`config.mk`:
```
export PLATFORM = sky130hd
export DESIGN_NAME = mx_slot_buffer
export DESIGN_NICKNAME = d
export VERILOG_FILES = /design/src/design/mx_slot_pkg.sv /design/src/design/mx_block_queue.sv /design/src/design/mx_exp_router.sv /design/src/design/mx_slot_buffer.sv
export SDC_FILE = /design/constraint.sdc
export NUM_CORES = 1
export LEC_CHECK = 0
export BUFFER_PORTS_ARGS = -buffer_cell sky130_fd_sc_hd__buf_2
export CORE_MARGIN = 2
export CORE_UTILIZATION = 58
export CTS_BUF_LIST = sky130_fd_sc_hd__clkbuf_4 sky130_fd_sc_hd__clkbuf_8
export DETAILED_ROUTE_END_ITERATION = 10
export PLACE_DENSITY = 0.82
export SETUP_SLACK_MARGIN = 0.15
export SLEW_MARGIN = 20
export SYNTH_ARGS = -nofsm -noshare
export SYNTH_HDL_FRONTEND = slang
export SYNTH_SLANG_ARGS = --single-unit
```
`constraint.sdc`:
```
create_clock -name clk_i -period 3.55 [get_ports clk_i]
set_input_delay 0 -clock clk_i [delete_from_list [all_inputs] [get_ports clk_i]]
set_output_delay 0 -clock clk_i [all_outputs]
set_load 0.02 [all_outputs]
```
`src/design/mx_slot_pkg.sv`:
```
// MX slot buffer shared widths and types
// Blocks carry four FP8 elements, beats carry two blocks
`default_nettype none

package mx_slot_pkg;

  // Four FP8 elements per block
  localparam int unsigned BLOCK_W = 32;
  localparam int unsigned BEAT_W  = 2 * BLOCK_W;

  // Shared exponent widths per operand lane
  localparam int unsigned X_EXP_W = 8;
  localparam int unsigned W_EXP_W = 32;

  // Slot, upper, pending lower, pending upper
  localparam int unsigned NUM_ENTRIES = 4;

  typedef logic [BLOCK_W-1:0] block_t;

  // Lower block is the older one
  typedef logic [BEAT_W-1:0] beat_t;

  typedef logic [X_EXP_W-1:0] x_exp_t;
  typedef logic [W_EXP_W-1:0] w_exp_t;

  // Index 0 is the slot
  typedef logic [NUM_ENTRIES-1:0] entry_mask_t;

endpackage : mx_slot_pkg

`default_nettype wire

```
`src/design/mx_block_queue.sv`:
```
// MX block queue: four ordered block entries per lane
// Splits beats into blocks, stores exponents, shifts on slot consume
`timescale 1ns/100ps
`default_nettype none

module mx_block_queue
  import mx_slot_pkg::*;
#(
  parameter int unsigned EXP_W = 8
) (
  input  logic             clk_i,
  input  logic             rst_ni,
  input  logic             clear_i,
  input  logic             beat_valid_i,
  input  beat_t            beat_i,
  output logic             beat_ready_o,
  input  logic [EXP_W-1:0] exp_i,
  input  entry_mask_t      exp_wr_i,
  output entry_mask_t      need_o,
  input  logic             consume_i,
  output logic             slot_valid_o,
  output block_t           slot_data_o,
  output logic [EXP_W-1:0] slot_exp_o
);

  localparam int unsigned SLOT    = 0;
  localparam int unsigned UPPER   = 1;
  localparam int unsigned PEND_LO = 2;
  localparam int unsigned PEND_HI = 3;

  // Control state
  entry_mask_t dvalid_q, dvalid_d;
  entry_mask_t evalid_q, evalid_d;
  logic        slot_valid_q, slot_valid_d;

  // Payload
  block_t           data_q [NUM_ENTRIES];
  block_t           data_d [NUM_ENTRIES];
  logic [EXP_W-1:0] exp_q  [NUM_ENTRIES];
  logic [EXP_W-1:0] exp_d  [NUM_ENTRIES];

  logic   primary_free;
  logic   pending_free;
  logic   beat_accept;
  logic   consume_en;
  block_t beat_lower;
  block_t beat_upper;

  assign primary_free = !dvalid_q[SLOT] && !dvalid_q[UPPER];
  assign pending_free = !dvalid_q[PEND_LO] && !dvalid_q[PEND_HI];

  // Ready only looks at registered occupancy
  assign beat_ready_o = primary_free || pending_free;
  assign beat_accept  = beat_valid_i && beat_ready_o;

  assign consume_en = consume_i && slot_valid_q;

  assign beat_lower = beat_i[BLOCK_W-1:0];
  assign beat_upper = beat_i[BEAT_W-1:BLOCK_W];

  // Entries holding a block that still waits for its exponent
  assign need_o = dvalid_q & ~evalid_q;

  assign slot_valid_o = slot_valid_q;
  assign slot_data_o  = data_q[SLOT];
  assign slot_exp_o   = exp_q[SLOT];

  always_comb begin
    dvalid_d = dvalid_q;
    evalid_d = evalid_q;
    for (int i = 0; i < NUM_ENTRIES; i++) begin
      data_d[i] = data_q[i];
      exp_d[i]  = exp_q[i];
    end

    // Exponent write into the granted entry
    for (int i = 0; i < NUM_ENTRIES; i++) begin
      if (exp_wr_i[i]) begin
        evalid_d[i] = 1'b1;
        exp_d[i]    = exp_i;
      end
    end

    // Consume shift, exponents travel with their blocks
    if (consume_en) begin
      if (dvalid_d[UPPER]) begin
        dvalid_d[SLOT]  = 1'b1;
        evalid_d[SLOT]  = evalid_d[UPPER];
        data_d[SLOT]    = data_d[UPPER];
        exp_d[SLOT]     = exp_d[UPPER];
        dvalid_d[UPPER] = 1'b0;
        evalid_d[UPPER] = 1'b0;
      end else if (dvalid_d[PEND_LO]) begin
        dvalid_d[SLOT]    = 1'b1;
        evalid_d[SLOT]    = evalid_d[PEND_LO];
        data_d[SLOT]      = data_d[PEND_LO];
        exp_d[SLOT]       = exp_d[PEND_LO];
        dvalid_d[UPPER]   = dvalid_d[PEND_HI];
        evalid_d[UPPER]   = evalid_d[PEND_HI];
        data_d[UPPER]     = data_d[PEND_HI];
        exp_d[UPPER]      = exp_d[PEND_HI];
        dvalid_d[PEND_LO] = 1'b0;
        evalid_d[PEND_LO] = 1'b0;
        dvalid_d[PEND_HI] = 1'b0;
        evalid_d[PEND_HI] = 1'b0;
      end else begin
        dvalid_d[SLOT] = 1'b0;
        evalid_d[SLOT] = 1'b0;
      end
    end

    // Intake after the shift, so a beat arriving with the last consume
    // lands in slot/upper and order is kept
    if (beat_accept) begin
      if (!dvalid_d[SLOT] && !dvalid_d[UPPER]) begin
        dvalid_d[SLOT]  = 1'b1;
        evalid_d[SLOT]  = 1'b0;
        data_d[SLOT]    = beat_lower;
        dvalid_d[UPPER] = 1'b1;
        evalid_d[UPPER] = 1'b0;
        data_d[UPPER]   = beat_upper;
      end else begin
        dvalid_d[PEND_LO] = 1'b1;
        evalid_d[PEND_LO] = 1'b0;
        data_d[PEND_LO]   = beat_lower;
        dvalid_d[PEND_HI] = 1'b1;
        evalid_d[PEND_HI] = 1'b0;
        data_d[PEND_HI]   = beat_upper;
      end
    end

    slot_valid_d = dvalid_d[SLOT] && evalid_d[SLOT];
  end

  always_ff @(posedge clk_i or negedge rst_ni) begin
    if (!rst_ni) begin
      dvalid_q     <= '0;
      evalid_q     <= '0;
      slot_valid_q <= 1'b0;
    end else if (clear_i) begin
      dvalid_q     <= '0;
      evalid_q     <= '0;
      slot_valid_q <= 1'b0;
    end else begin
      dvalid_q     <= dvalid_d;
      evalid_q     <= evalid_d;
      slot_valid_q <= slot_valid_d;
    end
  end

  // Payload follows the flags
  always_ff @(posedge clk_i) begin
    for (int i = 0; i < NUM_ENTRIES; i++) begin
      data_q[i] <= data_d[i];
      exp_q[i]  <= exp_d[i];
    end
  end

endmodule : mx_block_queue

`default_nettype wire

```
`src/design/mx_exp_router.sv`:
```
// MX exponent router: grants the lane exponent to the oldest waiting block
`timescale 1ns/100ps
`default_nettype none

module mx_exp_router
  import mx_slot_pkg::*;
(
  input  logic        exp_valid_i,
  input  entry_mask_t need_i,
  input  logic        consume_i,
  output logic        exp_consume_o,
  output entry_mask_t exp_wr_o
);

  logic any_need;

  assign any_need = |need_i;

  // No grant while the slot shifts
  assign exp_consume_o = exp_valid_i && any_need && !consume_i;

  // Lowest index wins, so blocks get exponents in arrival order
  always_comb begin
    exp_wr_o = '0;
    if (exp_consume_o) begin
      for (int i = NUM_ENTRIES - 1; i >= 0; i--) begin
        if (need_i[i]) begin
          exp_wr_o    = '0;
          exp_wr_o[i] = 1'b1;
        end
      end
    end
  end

endmodule : mx_exp_router

`default_nettype wire

```
`src/design/mx_slot_buffer.sv`:
```
// MX slot buffer top: X and W operand lanes
// Each lane pairs stream blocks with shared exponents and presents a slot
`timescale 1ns/100ps
`default_nettype none

module mx_slot_buffer
  import mx_slot_pkg::*;
(
  input  logic   clk_i,
  input  logic   rst_ni,
  input  logic   clear_i,

  // X lane
  input  logic   x_beat_valid_i,
  input  beat_t  x_beat_i,
  output logic   x_beat_ready_o,
  input  logic   x_exp_valid_i,
  input  x_exp_t x_exp_i,
  output logic   x_exp_consume_o,
  output logic   x_slot_valid_o,
  output block_t x_slot_data_o,
  output x_exp_t x_slot_exp_o,
  input  logic   consume_x_slot_i,

  // W lane
  input  logic   w_beat_valid_i,
  input  beat_t  w_beat_i,
  output logic   w_beat_ready_o,
  input  logic   w_exp_valid_i,
  input  w_exp_t w_exp_i,
  output logic   w_exp_consume_o,
  output logic   w_slot_valid_o,
  output block_t w_slot_data_o,
  output w_exp_t w_slot_exp_o,
  input  logic   consume_w_slot_i
);

  entry_mask_t x_need;
  entry_mask_t x_exp_wr;
  entry_mask_t w_need;
  entry_mask_t w_exp_wr;

  mx_block_queue #(
    .EXP_W (X_EXP_W)
  ) u_x_queue (
    .clk_i        (clk_i),
    .rst_ni       (rst_ni),
    .clear_i      (clear_i),
    .beat_valid_i (x_beat_valid_i),
    .beat_i       (x_beat_i),
    .beat_ready_o (x_beat_ready_o),
    .exp_i        (x_exp_i),
    .exp_wr_i     (x_exp_wr),
    .need_o       (x_need),
    .consume_i    (consume_x_slot_i),
    .slot_valid_o (x_slot_valid_o),
    .slot_data_o  (x_slot_data_o),
    .slot_exp_o   (x_slot_exp_o)
  );

  mx_exp_router u_x_router (
    .exp_valid_i   (x_exp_valid_i),
    .need_i        (x_need),
    .consume_i     (consume_x_slot_i),
    .exp_consume_o (x_exp_consume_o),
    .exp_wr_o      (x_exp_wr)
  );

  // W lane carries a full exponent vector per block
  mx_block_queue #(
    .EXP_W (W_EXP_W)
  ) u_w_queue (
    .clk_i        (clk_i),
    .rst_ni       (rst_ni),
    .clear_i      (clear_i),
    .beat_valid_i (w_beat_valid_i),
    .beat_i       (w_beat_i),
    .beat_ready_o (w_beat_ready_o),
    .exp_i        (w_exp_i),
    .exp_wr_i     (w_exp_wr),
    .need_o       (w_need),
    .consume_i    (consume_w_slot_i),
    .slot_valid_o (w_slot_valid_o),
    .slot_data_o  (w_slot_data_o),
    .slot_exp_o   (w_slot_exp_o)
  );

  mx_exp_router u_w_router (
    .exp_valid_i   (w_exp_valid_i),
    .need_i        (w_need),
    .consume_i     (consume_w_slot_i),
    .exp_consume_o (w_exp_consume_o),
    .exp_wr_o      (w_exp_wr)
  );

endmodule : mx_slot_buffer

`default_nettype wire

```
### Word level (Yosys, flattened, before mapping)

Memories as Yosys holds them, arrays and structs flattened.
Cells that the tools add are included.

| operators by class | value |
|---|---|
| order comparisons | 0 |
| shift-type cells | 0 |
| reduce and logical (&&, ||, !) cells | 34 |
| bitwise gates (word level) | 4 |
| multipliers | 0 |
| add/subtract/negate cells | 0 |
| multiplexer cells | 86 |
| eq/ne operators | 0 |
| div/mod/pow operators | 0 |

Operators by type and width:

| cell | number |
|---|---|
| 64-bit 2-to-1 mux | 10 |
| 32-bit 2-to-1 mux | 10 |
| 128-bit 2-to-1 mux | 2 |
| 4-bit 2-to-1 mux | 22 |
| 8-bit 2-to-1 mux | 6 |
| 16-bit 2-to-1 mux | 2 |
| 2-bit 2-to-1 mux | 16 |
| 1-bit logical AND | 16 |
| 1-bit logical NOT | 14 |
| 1-bit 2-to-1 mux | 14 |
| 3-bit 2-to-1 mux | 4 |
| 4-bit bitwise AND | 2 |
| 4-bit inverter | 2 |
| 4-bit OR reduction | 2 |
| 1-bit logical OR | 2 |

| word-level totals | value |
|---|---|
| bits in registers | 18 |
| ROM bits | 0 |
| RAM bits | 416 |
| latch bits | 0 |
| word-level logic and storage cells | 134 |
| memories | 4 |

Memory list:

| memory | depth | bits a word | read ports | clocked after Yosys merged registers in | write ports | RTL line | source |
|---|---|---|---|---|---|---|---|
| u_w_queue.data_q | 4 | 32 | 4 | 0 | 4 | mx_block_queue.sv:37 | `block_t data_q [NUM_ENTRIES];` |
| u_w_queue.exp_q | 4 | 32 | 4 | 0 | 4 | mx_block_queue.sv:39 | `logic [EXP_W-1:0] exp_q [NUM_ENTRIES];` |
| u_x_queue.data_q | 4 | 32 | 4 | 0 | 4 | mx_block_queue.sv:37 |  |
| u_x_queue.exp_q | 4 | 8 | 4 | 0 | 4 | mx_block_queue.sv:39 |  |

### Depth between registers and ports, before layout

| logic depth | value |
|---|---|
| word-level depth | 15 |
| depth in mapped cells | 8 |

### Cells and area by module

From an unflattened synthesis, not the netlist that was laid out.

| unflattened totals | value |
|---|---|
| cells, all modules | 1,608 |
| area, all modules | 17,459.2 um2 |

By module, submodules not included:

| module | cells each | sequential area each (um2) | times used | area each (um2) |
|---|---|---|---|---|
| mx_block_queue at u_w_queue | 1,017 | 5,990.7 | 1 | 10,810.4 |
| mx_block_queue at u_x_queue | 573 | 4,068.9 | 1 | 6,503.7 |
| mx_exp_router | 9 | 0.0 | 2 | 72.6 |

### Least setup slack after synthesis

OpenSTA, ideal clock, no wires.

| timing | value |
|---|---|
| kind | reg-to-reg |
| start | register u_w_queue.slot_valid_o (netlist name) |
| end | memory u_w_queue.data_q[2][0] (netlist bit), enable pin |
| setup slack | 293 ps |
| data arrival time | 2,828 ps |
| period minus slack after synthesis | 3,257 ps |
| setup time | 429 ps |
| cell stages (with the launch flop) | 7 |
| path buffers | 3 |
| cells stage by stage | dfrtp_1 buf_2 nand4b_1 buf_2 buf_2 o21ai_0 and2_1 |

RTL lines:

| item | RTL line |
|---|---|
| to (decl) | mx_block_queue.sv:37 |

==> flow_summary_export.csv <==
group,metric,value,unit
status,status,"finished clean",
placed_design,place.gp.congestion,0.795,
sta,tns,0,ns
die,die-area,31900,um^2
global_route,grt_pass1_vias,15500,
logic_synthesis,ys.flop_type,"dfxtp_1",
logic_synthesis,synth_nets,1797,
die,io_pins,287,
sta,hold_viol,0,
worst_setup_path,critPathKind,"flop to flop",
sta,rsz0062_at_grt,"no",
routing,post-route-drc-count,0,
worst_setup_path,slowest_delay,0.80,ns
worst_setup_path,path_buf_inv,1,
sta,relSlewSlack,0.395,
worst_hold_path,holdPathEnd,"u_x_queue.evalid_q[3]",
clock_network,cts_made_buffers,70,
power_and_ir_drop,power_density,658,nW/um^2
layout,postLayoutCellArea,22600,um^2
clock_network,h-tree-depth,3,
placed_design,dpl_cell_area,19300,um^2
layout,syn_to_final_growth,27.7,%
sta,min_period,2.63,ns
logic_synthesis,yosysSeqAreaShare,0.570,
power_and_ir_drop,cellLeakagePower,9.41,nW
sta,max_freq,380,MHz
worst_setup_path,rrSetupSlack,0.92,ns
logic_synthesis,yosysWarnings,0,
placed_design,io_buffers,286,
layout,fillers,1842,
worst_setup_path,rr_startpoint,"u_w_queue.dvalid_q[2]",
power_and_ir_drop,peakVddDrop,437,uV
logic_synthesis,syn_area_per_cell,10.9,um^2
logic_synthesis,netlist_area,17700,um^2
clock_network,cts_root_buf,"clkbuf_8",
clock_network,clk_latency,0.60,ns
worst_setup_path,cp_max_fo,45,
worst_setup_path,worstPathArrival,2.88,ns
logic_synthesis,postSynthCellCount,1620,
clock_network,clock_sinks,434,
run,cap_violations,0,
clock_network,cts_tree,"yes",
die,die-height,178,um
die,initial_core_util,0.593,
worst_setup_path,path_cells,"nand4b_1 > o21ai_0 > and2_2 > buf_12",
layout,nNetsFinal,2231,
routing,dr.pass1.iters,6,
clock_network,post_cts_resized,0,
clock_network,clockBufferDepth,3,
worst_setup_path,crit_family,"simple AND/OR/NAND/NOR gates",
global_route,grt_pass1_wl,77100,um
routing,ant_nets,0,
worst_setup_path,crit_path_end_kind,"flop",
routing,avgViaCountPerCell,5.99,
worst_setup_path,r2r.worst_path.cells,4,
global_route,grt_max_degree,130,
clock_network,ctsHoldBuffers,175,
logic_synthesis,synthDistinctLibCells,65,
sta,worst_pin_slew,0.904,ns
logic_synthesis,async_reset_ff_frac,0.0415,
worst_setup_path,worstReg2RegEnd,"u_w_queue.data_q[3][19]",
worst_setup_path,cp.required,3.80,ns
sta,setup_viol,0,
global_route,overflow,0,
global_route,gr-usage-all-layers,0.304,
worst_setup_path,cpMaxStageDelayCell,"dfrtp_2",
sta,drv_slew,0,
logic_synthesis,synth-seq-cells,434,
die,design.core.area,29800,um^2
sta,skew,0.0423,ns
sta,post-route-period-util,0.742,
worst_hold_path,worstHoldPathType,"input port to flop",
worst_setup_path,startpoint_type,"flop",
worst_hold_path,hold_depth,4,
routing,drtIter0Drc,1349,
global_route,antenna_found_initial,2,
clock_network,clk_pin_slew_worst_paths,0.06,ns
placed_design,dp_hpwl,26400,um
logic_synthesis,synth_edf_count,128,
worst_hold_path,min_from,"x_exp_valid_i",
routing,via_count,15000,
die,row_count,63,
layout,drive_above_1_share,0.244,
clock_network,post_cts_buffers,0,
routing,totalWireLength,49600,um
die,chipWidth,178,um
routing,wire_per_inst,19.8,um
[Yosys cell counts, types with 2 or more instances]
| cell type | n | area share |
|---|---|---|
| dfxtp_1 | 288 | 0.33 |
| clkbuf_2 | 2 | 0.00057 |
| mux2_1 | 30 | 0.019 |
| nor2_1 | 100 | 0.021 |
| a211o_1 | 2 | 0.00099 |
| nand2b_1 | 73 | 0.026 |
| edfxtp_1 | 128 | 0.22 |
| buf_1 | 15 | 0.0032 |
| mux2i_1 | 144 | 0.082 |
| nor2_2 | 3 | 0.0011 |
| a221oi_1 | 63 | 0.031 |
| o31ai_1 | 2 | 0.00085 |
| inv_1 | 38 | 0.0081 |
| buf_6 | 8 | 0.0051 |
| nor2b_1 | 4 | 0.0014 |
| mux2_2 | 18 | 0.011 |
| o22ai_1 | 47 | 0.017 |
| nand2_1 | 178 | 0.038 |
| a211oi_1 | 4 | 0.0017 |
| dfrtp_1 | 18 | 0.026 |
| nand4_1 | 62 | 0.022 |
| nor3_2 | 2 | 0.0011 |
| nand4b_1 | 2 | 0.00099 |
| a21oi_1 | 68 | 0.019 |
| o221ai_2 | 30 | 0.026 |
| a31oi_1 | 5 | 0.0018 |
| nand3b_1 | 4 | 0.0017 |
| a21boi_0 | 2 | 0.00085 |
| o221ai_1 | 10 | 0.0050 |
| buf_2 | 48 | 0.014 |
| o21ai_1 | 13 | 0.0037 |
| clkbuf_1 | 51 | 0.011 |
| buf_4 | 4 | 0.0017 |
| o41ai_2 | 2 | 0.0018 |
| o21ai_0 | 117 | 0.033 |
| nand3_1 | 2 | 0.00057 |
| and2_1 | 4 | 0.0014 |
| o32ai_1 | 2 | 0.00099 |
[metrics by stage]
step / setup WS, ns / std cells / hold slack, ns / util / power [mW]
6_report: 0.916 / 2504 / 0.0853 / 0.757 / 14.8
5_1_grt: 0.777 / 2503 / 0.0809 / 0.757 / 15.5
4_1_cts: 0.986 / 2501 / 0.0452 / 0.757 / 14.7
3_5_place_dp: 1.01 / 2197 / -0.0205 / 0.648 / 10.1
3_3_place_gp: 1.06 / 2197 / -0.0227 / 0.648 / 9.93
2_1_floorplan: 0.293 / 1620 / -0.296 / - / 9.09
[placed cells by master, fill, tap and decap left out, drive strengths merged, types with 2 or more instances in the layout]
cell	Yosys	final
o21ai	130	130
buf	75	315
a211oi	5	5
o41ai	2	2
nor2	103	103
dfrtp	18	18
mux2	48	48
mux2i	144	144
a21boi	2	2
dfxtp	288	288
and2b	2	2
nand3b	4	4
nand4	62	62
o32ai	2	2
dlygate4sd3	0	175
a21oi	68	68
nand4b	2	2
clkinv	0	9
a31oi	5	5
nor2b	6	6
nand3	3	3
clkbuf	53	116
diode	0	3
a221oi	64	64
o22ai	47	47
and2	5	5
o31ai	2	2
inv	38	41
nand2	178	178
nor3	3	3
o221ai	40	40
nand2b	74	74
nor4	2	2
edfxtp	128	128
a211o	2	2
[flip-flops by register name, summed over array words and instances (netlist names)]
register and cells:
u_w_queue.data_q 128, u_w_queue.exp_q 128, u_x_queue.data_q 128, u_x_queue.exp_q 32, u_w_queue.dvalid_q 4, u_w_queue.evalid_q 4
u_x_queue.dvalid_q 4, u_x_queue.evalid_q 4, u_w_queue.slot_valid_o 1, u_x_queue.slot_valid_o 1
[kinds of logic (layout without fill, tap and decap cells)]
| logic type | Yosys count | after routing | synth area share |
|---|---|---|---|
| other cells | 0 | 3 | 0 |
| compound gates | 380 | 380 | 0.151 |
| buf+inv | 166 | 657 | 0.0431 |
| flops | 434 | 434 | 0.570 |
| simple gates | 448 | 448 | 0.124 |
| mux | 192 | 192 | 0.112 |
[power breakdown]
part	leakage, nW	switching, mW	internal, mW
Sequential	3.85	0.679	6.38
Combinational	4.77	1.88	1.41
Clock	0.797	1.99	2.49
[worst max path at each step]
stage          cells past startpoint                   start                 endpoint  slack (ns)
2_1_floorplan                      6  u_w_queue.slot_valid_o   u_w_queue.data_q[2][0]        0.29
3_3_place_gp                       4   u_w_queue.dvalid_q[2]  u_w_queue.data_q[2][27]        1.06
3_5_place_dp                       4   u_w_queue.dvalid_q[2]  u_w_queue.data_q[2][26]        1.01
4_1_cts                            4   u_w_queue.dvalid_q[2]  u_w_queue.data_q[3][19]        0.99
5_1_grt                            4   u_w_queue.dvalid_q[2]  u_w_queue.data_q[3][19]        0.78
6_report                           4   u_w_queue.dvalid_q[2]  u_w_queue.data_q[3][19]        0.92
[final cells by class]
cell class | count | area (um^2) | share of cell area
sequential | 434 | 10100 | 0.446
multi-input combinational | 1020 | 6890 | 0.305
timing repair buffer | 490 | 3490 | 0.155
clock buffer | 116 | 1390 | 0.0616
tap | 390 | 488 | 0.0216
inverter | 38 | 143 | 0.00632
clock inverter | 13 | 90.1 | 0.00399
antenna | 3 | 7.51 | 0.000333
[worst min-delay path, delay by kind of cell]
kind	cells	cell delay, ns
compound gates	1	0.26
simple gates	2	0.23
buf+inv	1	0.10
[per-layer routing]
layer,up-vias,share of wire,track usage
met5,-,0,0
met4,0,0.045,0.168
met3,184,0.072,0.0580
met2,798,0.49,0.522
met1,7190,0.39,0.358
li1,6829,-,-
No activity file was read; power rests on OpenSTA's default activity.
